==> src/sv32_pkg.sv <==
// Sv32 shared definitions; A and D bits are software managed, G bit and upper PPN1 bits are ignored
`default_nettype none

package sv32_pkg;

    ////////////////////////////////////////////////////////////////////
    // Privilege and access kinds
    typedef enum logic [1:0] {
        USER_PRIV       = 2'b00,
        SUPERVISOR_PRIV = 2'b01,
        MACHINE_PRIV    = 2'b11
    } privilege_t;

    typedef enum logic [1:0] {
        ACCESS_LOAD  = 2'b00,
        ACCESS_STORE = 2'b01,
        ACCESS_FETCH = 2'b10
    } access_t;

    // Walker FSM, one-hot
    typedef enum logic [6:0] {
        WALK_IDLE  = 7'b0000001,
        SEND_L1    = 7'b0000010,
        WAIT_L1    = 7'b0000100,
        SEND_L2    = 7'b0001000,
        WAIT_L2    = 7'b0010000,
        WALK_DONE  = 7'b0100000,
        WALK_FAULT = 7'b1000000
    } walk_state_t;

    ////////////////////////////////////////////////////////////////////
    // PTE layout
    localparam int PTE_V = 0;
    localparam int PTE_R = 1;
    localparam int PTE_W = 2;
    localparam int PTE_X = 3;
    localparam int PTE_U = 4;
    localparam int PTE_A = 6;           // bit 5 is G, unused
    localparam int PTE_D = 7;
    localparam int PTE_PPN0_LSB = 10;
    localparam int PTE_PPN1_LSB = 20;   // only low 10 bits used

    // Stored permission vector {d, a, u, x, w, r}
    localparam int PERM_W = 6;

    localparam int TLB_ENTRIES = 4;
    localparam int TLB_IDX_W = $clog2(TLB_ENTRIES);

    // Pack PTE permission bits into the stored vector
    function automatic logic [PERM_W-1:0] pte_perm(input logic [31:0] pte);
        return {pte[PTE_D], pte[PTE_A], pte[PTE_U], pte[PTE_X], pte[PTE_W], pte[PTE_R]};
    endfunction

    // Access and privilege check, shared by walker and TLB hit path
    function automatic logic perm_ok(
        input logic [PERM_W-1:0] perm,
        input access_t           acc,
        input privilege_t        prv,
        input logic              sum,
        input logic              mxr
    );
        logic r;
        logic w;
        logic x;
        logic u;
        logic a;
        logic d;
        logic acc_ok;
        logic prv_ok;
        {d, a, u, x, w, r} = perm;
        acc_ok = ((acc == ACCESS_FETCH) & x & a) |
                 ((acc == ACCESS_LOAD) & (r | (x & mxr)) & a) |
                 ((acc == ACCESS_STORE) & w & a & d);       // D must already be set
        prv_ok = (prv == MACHINE_PRIV) |
                 ((prv == SUPERVISOR_PRIV) & (~u | sum)) |
                 ((prv == USER_PRIV) & u);
        return acc_ok & prv_ok;
    endfunction

endpackage

`default_nettype wire
==> src/translation_unit.sv <==
// Sv32 translation top; single requester, walker owns the memory read port directly
`timescale 1ns/100ps
`default_nettype none

module translation_unit import sv32_pkg::*; (
    input  wire logic        clk,
    input  wire logic        rst,
    // Request side
    input  wire logic        req,
    input  wire logic [31:0] vaddr,
    input  wire access_t     access,
    input  wire privilege_t  priv,
    input  wire logic        sum,
    input  wire logic        mxr,
    input  wire logic [19:0] root_ppn,
    input  wire logic        flush,
    output logic             ready,
    output logic             done,
    output logic             fault,
    output logic [31:0]      paddr,
    // Memory side
    output logic             mem_request,
    output logic [31:0]      mem_addr,
    input  wire logic        mem_ack,
    input  wire logic        mem_rdata_valid,
    input  wire logic [31:0] mem_rdata
);

    ////////////////////////////////////////////////////////////////////
    // TLB to walker
    logic              walk_start;
    logic              walk_done;
    logic              walk_fault;
    logic [19:0]       walk_ppn;
    logic [PERM_W-1:0] walk_perm;

    tlb u_tlb (
        .clk        (clk),
        .rst        (rst),
        .req        (req),
        .vaddr      (vaddr),
        .access     (access),
        .priv       (priv),
        .sum        (sum),
        .mxr        (mxr),
        .flush      (flush),
        .walk_done  (walk_done),
        .walk_fault (walk_fault),
        .walk_ppn   (walk_ppn),
        .walk_perm  (walk_perm),
        .ready      (ready),
        .done       (done),
        .fault      (fault),
        .paddr      (paddr),
        .walk_start (walk_start)
    );

    page_table_walker u_walker (
        .clk             (clk),
        .rst             (rst),
        .walk_start      (walk_start),
        .vaddr           (vaddr),      // Held stable by requester until done
        .access          (access),
        .priv            (priv),
        .sum             (sum),
        .mxr             (mxr),
        .root_ppn        (root_ppn),
        .mem_ack         (mem_ack),
        .mem_rdata_valid (mem_rdata_valid),
        .mem_rdata       (mem_rdata),
        .mem_request     (mem_request),
        .mem_addr        (mem_addr),
        .walk_done       (walk_done),
        .walk_fault      (walk_fault),
        .walk_ppn        (walk_ppn),
        .walk_perm       (walk_perm)
    );

endmodule

`default_nettype wire

==> src/tlb.sv <==
// Four-entry fully associative TLB; no ASIDs or global pages, faults are never cached
`timescale 1ns/100ps
`default_nettype none

module tlb import sv32_pkg::*; (
    input  wire logic              clk,
    input  wire logic              rst,
    input  wire logic              req,
    input  wire logic [31:0]       vaddr,
    input  wire access_t           access,
    input  wire privilege_t        priv,
    input  wire logic              sum,
    input  wire logic              mxr,
    input  wire logic              flush,
    input  wire logic              walk_done,
    input  wire logic              walk_fault,
    input  wire logic [19:0]       walk_ppn,
    input  wire logic [PERM_W-1:0] walk_perm,
    output logic                   ready,
    output logic                   done,
    output logic                   fault,
    output logic [31:0]            paddr,
    output logic                   walk_start
);

    // Entry storage
    logic [TLB_ENTRIES-1:0] valid;
    logic [19:0]            tag  [TLB_ENTRIES];
    logic [19:0]            ppn  [TLB_ENTRIES];
    logic [PERM_W-1:0]      perm [TLB_ENTRIES];

    logic [TLB_IDX_W-1:0]   rr_ptr;     // Next victim

    logic [TLB_ENTRIES-1:0] match;
    logic                   hit;
    logic [19:0]            hit_ppn;
    logic [PERM_W-1:0]      hit_perm;
    logic                   lookup;

    assign lookup = req & ready;

    ////////////////////////////////////////////////////////////////////
    // Parallel tag compare
    always_comb begin
        hit_ppn  = '0;
        hit_perm = '0;
        for (int i = 0; i < TLB_ENTRIES; i++) begin
            match[i] = valid[i] & (tag[i] == vaddr[31:12]);
            if (match[i]) begin
                hit_ppn  = hit_ppn | ppn[i];     // One-hot match, OR is a mux
                hit_perm = hit_perm | perm[i];
            end
        end
    end
    assign hit = |match;

    ////////////////////////////////////////////////////////////////////
    // Control: ready, done, fault, walk start
    always_ff @(posedge clk) begin
        if (rst) begin
            ready      <= 1'b1;
            done       <= 1'b0;
            fault      <= 1'b0;
            walk_start <= 1'b0;
        end else begin
            done       <= 1'b0;
            walk_start <= 1'b0;
            if (lookup) begin
                if (hit) begin
                    done  <= 1'b1;
                    fault <= ~perm_ok(hit_perm, access, priv, sum, mxr);   // Recheck on hit
                end else begin
                    walk_start <= 1'b1;
                    ready      <= 1'b0;     // Hold off until walk ends
                end
            end else if (walk_done | walk_fault) begin
                done  <= 1'b1;
                fault <= walk_fault;
                ready <= 1'b1;
            end
        end
    end

    // Physical address, hit or walk result
    always_ff @(posedge clk) begin
        if (lookup & hit) begin
            paddr <= {hit_ppn, vaddr[11:0]};
        end else if (walk_done) begin
            paddr <= {walk_ppn, vaddr[11:0]};
        end
    end

    ////////////////////////////////////////////////////////////////////
    // Valid bits and round-robin pointer
    always_ff @(posedge clk) begin
        if (rst) begin
            valid  <= '0;
            rr_ptr <= '0;
        end else if (flush & ready) begin
            valid <= '0;                    // Whole-TLB invalidate
        end else if (walk_done) begin
            valid[rr_ptr] <= 1'b1;
            rr_ptr        <= rr_ptr + 1'b1;
        end
    end

    // Entry payload, written only by a successful walk
    always_ff @(posedge clk) begin
        if (walk_done) begin
            tag[rr_ptr]  <= vaddr[31:12];
            ppn[rr_ptr]  <= walk_ppn;
            perm[rr_ptr] <= walk_perm;
        end
    end

    ////////////////////////////////////////////////////////////////////
    // Assertions
    single_match: assert property (@(posedge clk) disable iff (rst)
        req |-> $onehot0(match))
        else $error("more than one TLB entry matches the same VPN");

    req_while_busy: assert property (@(posedge clk) disable iff (rst)
        req |-> ready)
        else $error("translation request while TLB busy with a walk");

endmodule

`default_nettype wire

==> src/page_table_walker.sv <==
// Two-level Sv32 walker; one read outstanding, request inputs must hold stable for the whole walk
`timescale 1ns/100ps
`default_nettype none

module page_table_walker import sv32_pkg::*; (
    input  wire logic              clk,
    input  wire logic              rst,
    input  wire logic              walk_start,
    input  wire logic [31:0]       vaddr,
    input  wire access_t           access,
    input  wire privilege_t        priv,
    input  wire logic              sum,
    input  wire logic              mxr,
    input  wire logic [19:0]       root_ppn,
    input  wire logic              mem_ack,
    input  wire logic              mem_rdata_valid,
    input  wire logic [31:0]       mem_rdata,
    output logic                   mem_request,
    output logic [31:0]            mem_addr,
    output logic                   walk_done,
    output logic                   walk_fault,
    output logic [19:0]            walk_ppn,
    output logic [PERM_W-1:0]      walk_perm
);

    walk_state_t state;
    walk_state_t next_state;

    logic pte_bad;      // Invalid or reserved w-without-r
    logic pte_leaf;     // r or x set
    logic leaf_ok;

    ////////////////////////////////////////////////////////////////////
    // PTE decode, straight off the read data
    assign pte_bad  = ~mem_rdata[PTE_V] | (mem_rdata[PTE_W] & ~mem_rdata[PTE_R]);
    assign pte_leaf = mem_rdata[PTE_R] | mem_rdata[PTE_X];
    assign leaf_ok  = perm_ok(pte_perm(mem_rdata), access, priv, sum, mxr);

    ////////////////////////////////////////////////////////////////////
    // Memory port
    assign mem_request = (state == SEND_L1) | (state == SEND_L2);

    always_ff @(posedge clk) begin
        if (state == WALK_IDLE) begin
            mem_addr <= {root_ppn, vaddr[31:22], 2'b00};   // Level one PTE
        end else if ((state == WAIT_L1) & mem_rdata_valid) begin
            mem_addr <= {mem_rdata[PTE_PPN1_LSB +: 10], mem_rdata[PTE_PPN0_LSB +: 10],
                         vaddr[21:12], 2'b00};              // Level two PTE
        end
    end

    ////////////////////////////////////////////////////////////////////
    // Walk FSM
    always_comb begin
        next_state = state;
        unique case (state)
            WALK_IDLE:
                if (walk_start) next_state = SEND_L1;
            SEND_L1:
                if (mem_ack) next_state = WAIT_L1;
            WAIT_L1:
                if (mem_rdata_valid) begin
                    if (pte_bad)
                        next_state = WALK_FAULT;
                    else if (pte_leaf)  // Superpage
                        next_state = leaf_ok ? WALK_DONE : WALK_FAULT;
                    else
                        next_state = SEND_L2;   // Pointer
                end
            SEND_L2:
                if (mem_ack) next_state = WAIT_L2;
            WAIT_L2:
                if (mem_rdata_valid) begin
                    // No third level, so a pointer here is a fault
                    if (pte_bad | ~pte_leaf)
                        next_state = WALK_FAULT;
                    else
                        next_state = leaf_ok ? WALK_DONE : WALK_FAULT;
                end
            WALK_DONE, WALK_FAULT:
                next_state = WALK_IDLE;
            default:
                next_state = WALK_IDLE;
        endcase
    end

    always_ff @(posedge clk) begin
        if (rst) begin
            state <= WALK_IDLE;
        end else begin
            state <= next_state;
        end
    end

    ////////////////////////////////////////////////////////////////////
    // Result back to the TLB
    always_ff @(posedge clk) begin
        if (mem_rdata_valid) begin
            walk_ppn[19:10] <= mem_rdata[PTE_PPN1_LSB +: 10];
            walk_ppn[9:0]   <= (state == WAIT_L2) ? mem_rdata[PTE_PPN0_LSB +: 10]
                                                  : vaddr[21:12];   // Superpage keeps VPN0
            walk_perm       <= pte_perm(mem_rdata);
        end
    end

    assign walk_done  = (state == WALK_DONE);
    assign walk_fault = (state == WALK_FAULT);

    ////////////////////////////////////////////////////////////////////
    // Assertions
    spurious_response: assert property (@(posedge clk) disable iff (rst)
        mem_rdata_valid |-> ((state == WAIT_L1) | (state == WAIT_L2)))
        else $error("walker got read data with no read outstanding");

    request_held: assert property (@(posedge clk) disable iff (rst)
        (mem_request & ~mem_ack) |=> mem_request)
        else $error("walker dropped mem_request before ack");

endmodule

`default_nettype wire

==> config.mk <==
export PLATFORM = sky130hd
export DESIGN_NAME = translation_unit
export DESIGN_NICKNAME = d
export VERILOG_FILES = /design/src/sv32_pkg.sv /design/src/translation_unit.sv /design/src/tlb.sv /design/src/page_table_walker.sv
export SDC_FILE = /design/constraint.sdc
export NUM_CORES = 1
export LEC_CHECK = 0
export ABC_AREA = 0
export CORE_MARGIN = 2
export CORE_UTILIZATION = 55
export DETAILED_ROUTE_END_ITERATION = 16
export DONT_BUFFER_PORTS = 1
export PLACE_DENSITY = 0.79
export SETUP_SLACK_MARGIN = 0.05
export SYNTH_ARGS = -nofsm -noshare
export SYNTH_HDL_FRONTEND = slang
export SYNTH_SLANG_ARGS = --single-unit
==> constraint.sdc <==
create_clock -name clk -period 3.72 [get_ports clk]
set_clock_uncertainty 0.05 [all_clocks]
set_input_delay 0.558 -clock clk [delete_from_list [all_inputs] [get_ports clk]]
set_output_delay 0.558 -clock clk [all_outputs]
set_load 0.01 [all_outputs]
==> metrics <==
vias=approximately 6000; worst path required time=3940 ps; PwrDens=about 530 nW/um2; Post-Syn Instances=695; number of global-route vias before repair=6301; clock sinks=289; setup repair bufs after CTS=0; WL per Instance=23.0 um; endpoint class of the critical path=register; Critical Path Start Type=register; Total GRT Usage=between 20% and 30%; Yosys cell types=54; core area=approximately 20000 um2; global route overflow=0; Starting Density=56.4%; Clock Latency Late Sink=540 ps; most frequent cell after synthesis=edfxtp_1; Post-Place Setup Slack=693 ps; total negative slack=0 ps; top cells by area, synth=edfxtp_1 (71%), xnor2_1 (5.6%), mux2_2 (3.9%), dfxtp_1 (3.0%), a221oi_1 (1.6%); met2 Use GR=between 30% and 40%; number of buffers added on ports=0; Post-synth EDFFs=between 200 and 300; Num CTS Buffers=29; Antenna Nets Post-Route=0; Worst VDD drop=between 400 and 500 uV; Pwr Total=6.77 mW; DIE WIDTH=~150 um; DP Wirelength=14700 um; die height=149 um; DRT Pass-1 Iters=5; H-tree levels=1; Tmin final=about 2900 ps; met1 GRT Util=25.6%; Synth Area per Inst=16.6 um2; Cell Rows=52; initial antenna violation count=0; CTS max path bufs=3; Worst Hold Launch=rst; Reg2Reg Capture Point=u_tlb.paddr[13]; hold path cells=1; max-slew violations=0; top cell type's share of synthesized area=70.8%; grt met3 use=about 3.9%; Worst R2R Setup Slack=840 ps; status=complete, no violations; Primary FF master, synth=edfxtp_1; Pleak=between 4 and 5 nW; area leader, netlist=edfxtp_1; Via density=6.08; hold slack final=roughly 37 ps; # setup viols final=0; Slew @ Worst Pin=slightly above 700 ps; Ports=164; Seq/Total Area, Yosys=73.8%; DRT iter0 DRCs=593; Syn. warnings=0; final hold violations=0; #FFs+latches synth=approximately 290; gp weighted congestion=0.868; Final #Nets=803; worst rel slew slack=52.9%; critical path class=reg2reg; die area=around 22000 um2; number of gates resized after CTS=0; clock-pin slew on the worst setup and hold paths=around 60 ps; DRC violations left=0; RSZ-0062 raised after global routing=no; R2R cell count=9; final worst setup slack=about 840 ps; startpoint of the worst register-to-register path=u_tlb.tag[2][3]; Hold Crit Class=in2reg; worst-path fanout max=40; GRT busiest layer=met2; CTS tree=done; dpl cell area=between 10000 and 15000 um2; Hold Path Sink=u_walker.state[4]; Post-CTS Hold Buffers=0; Peak Freq=roughly 0.35 GHz; Max Cap Violations=0; synth cell count leaders=edfxtp_1 (272), xnor2_1 (74), mux2_2 (40); Root Buffer=clkbuf_16; Design Area, Final=12700 um2; ys async rst share=0%; final WL=22900 um; layout cells sized above 1=between 10% and 20%; area grow syn2layout=10.0%; largest net degree at the start of global routing=41; CP arrival=approximately 3100 ps; Mapped Area=11500 um2; # diodes=0; global-route wire length before repair=35000 um; Final period util=77.4%
[how the worst max path moves through the flow]
stage	startpoint	to	slack, ps
2_1_floorplan	vaddr[18]	u_tlb.paddr[0]	500
3_3_place_gp	vaddr[15]	u_tlb.paddr[10]	740
3_5_place_dp	vaddr[15]	u_tlb.paddr[10]	690
4_1_cts	u_tlb.tag[2][8]	u_tlb.paddr[13]	880
5_1_grt	u_tlb.tag[2][3]	u_tlb.paddr[24]	740
6_report	u_tlb.tag[2][3]	u_tlb.paddr[13]	840
[cell usage in the layout, fill, tap and decap left out, drive strengths merged, types with 3 or more instances in the layout]
cell,n
nand2,33
buf,18
nand3,24
xor2,8
a221oi,21
nand4,15
a22o,21
ha,4
nor3,6
a21oi,8
xnor2,74
o21ai,21
and3,3
inv,10
edfxtp,272
clkinv,9
nor4,9
mux2,40
nor2,27
clkbuf,44
and2,8
dfxtp,17
a32oi,4
[flip-flops by register name, summed over array words and instances (netlist names)]
register            count
u_tlb.fault             1
u_walker.state          7
u_tlb.done              1
u_walker.walk_ppn      20
u_tlb.paddr            32
u_tlb.tag              80
u_tlb.ready             1
u_tlb.valid             4
u_tlb.rr_ptr            2
u_tlb.perm             24
u_tlb.walk_start        1
u_tlb.ppn              80
u_walker.walk_perm      6
u_walker.mem_addr      30
[layout make-up]
type / count / area [um2]
clock inverter: 10 / 56.3
inverter: 9 / 33.8
timing repair buffer: 18 / 160
multi-input combinational: 356 / 2740
tap: 270 / 338
fill: 1426 / 7750
clock buffer: 44 / 852
sequential: 289 / 8510
[cell families (layout without fill, tap and decap cells)]
kind of cell	count (synthesis)	after routing	synth area share [%]
AOI/OAI and AO/OA	88	88	6.36
xor gates and xnor gates	82	82	6.23
adders and majority gates	4	4	0.434
buffers and inverters	51	81	2.58
DFF	289	289	73.8
muxes	42	42	4.08
other	1	2	0.0325
and+or+nand+nor	138	138	6.49
[report_power, final]
group          total, mW  internal, mW  switching, mW
Combinational      0.257         0.125          0.132
Clock               2.72          1.58           1.14
Sequential          3.80          3.70          0.102
Total               6.77          5.40           1.38
[metrics by stage]
stage	util, %	instances
after global routing	62.1	996
after global placement	57.6	942
after CTS	62.1	996
after detailed placement	57.6	942
after floorplan	-	696
final	62.1	996
[metal layers]
| metal | routed length (um) | vias to the layer above |
|---|---|---|
| li1 | - | 2682 |
| met1 | 8970 | 3072 |
| met2 | 11900 | 254 |
| met3 | 1380 | 52 |
| met4 | 641 | 0 |
| met5 | 0 | - |
[worst max-delay path, cell delays in order (launching register included)]
cell      delay (ps)
edfxtp_1         390
xor2_1           150
nor4_1           340
and3_1           380
and2_4           400
or4_4            240
nand3_4           70
buf_4            310
nand2_1          180
o21ai_2           70
No activity file was read; power rests on OpenSTA's default activity.
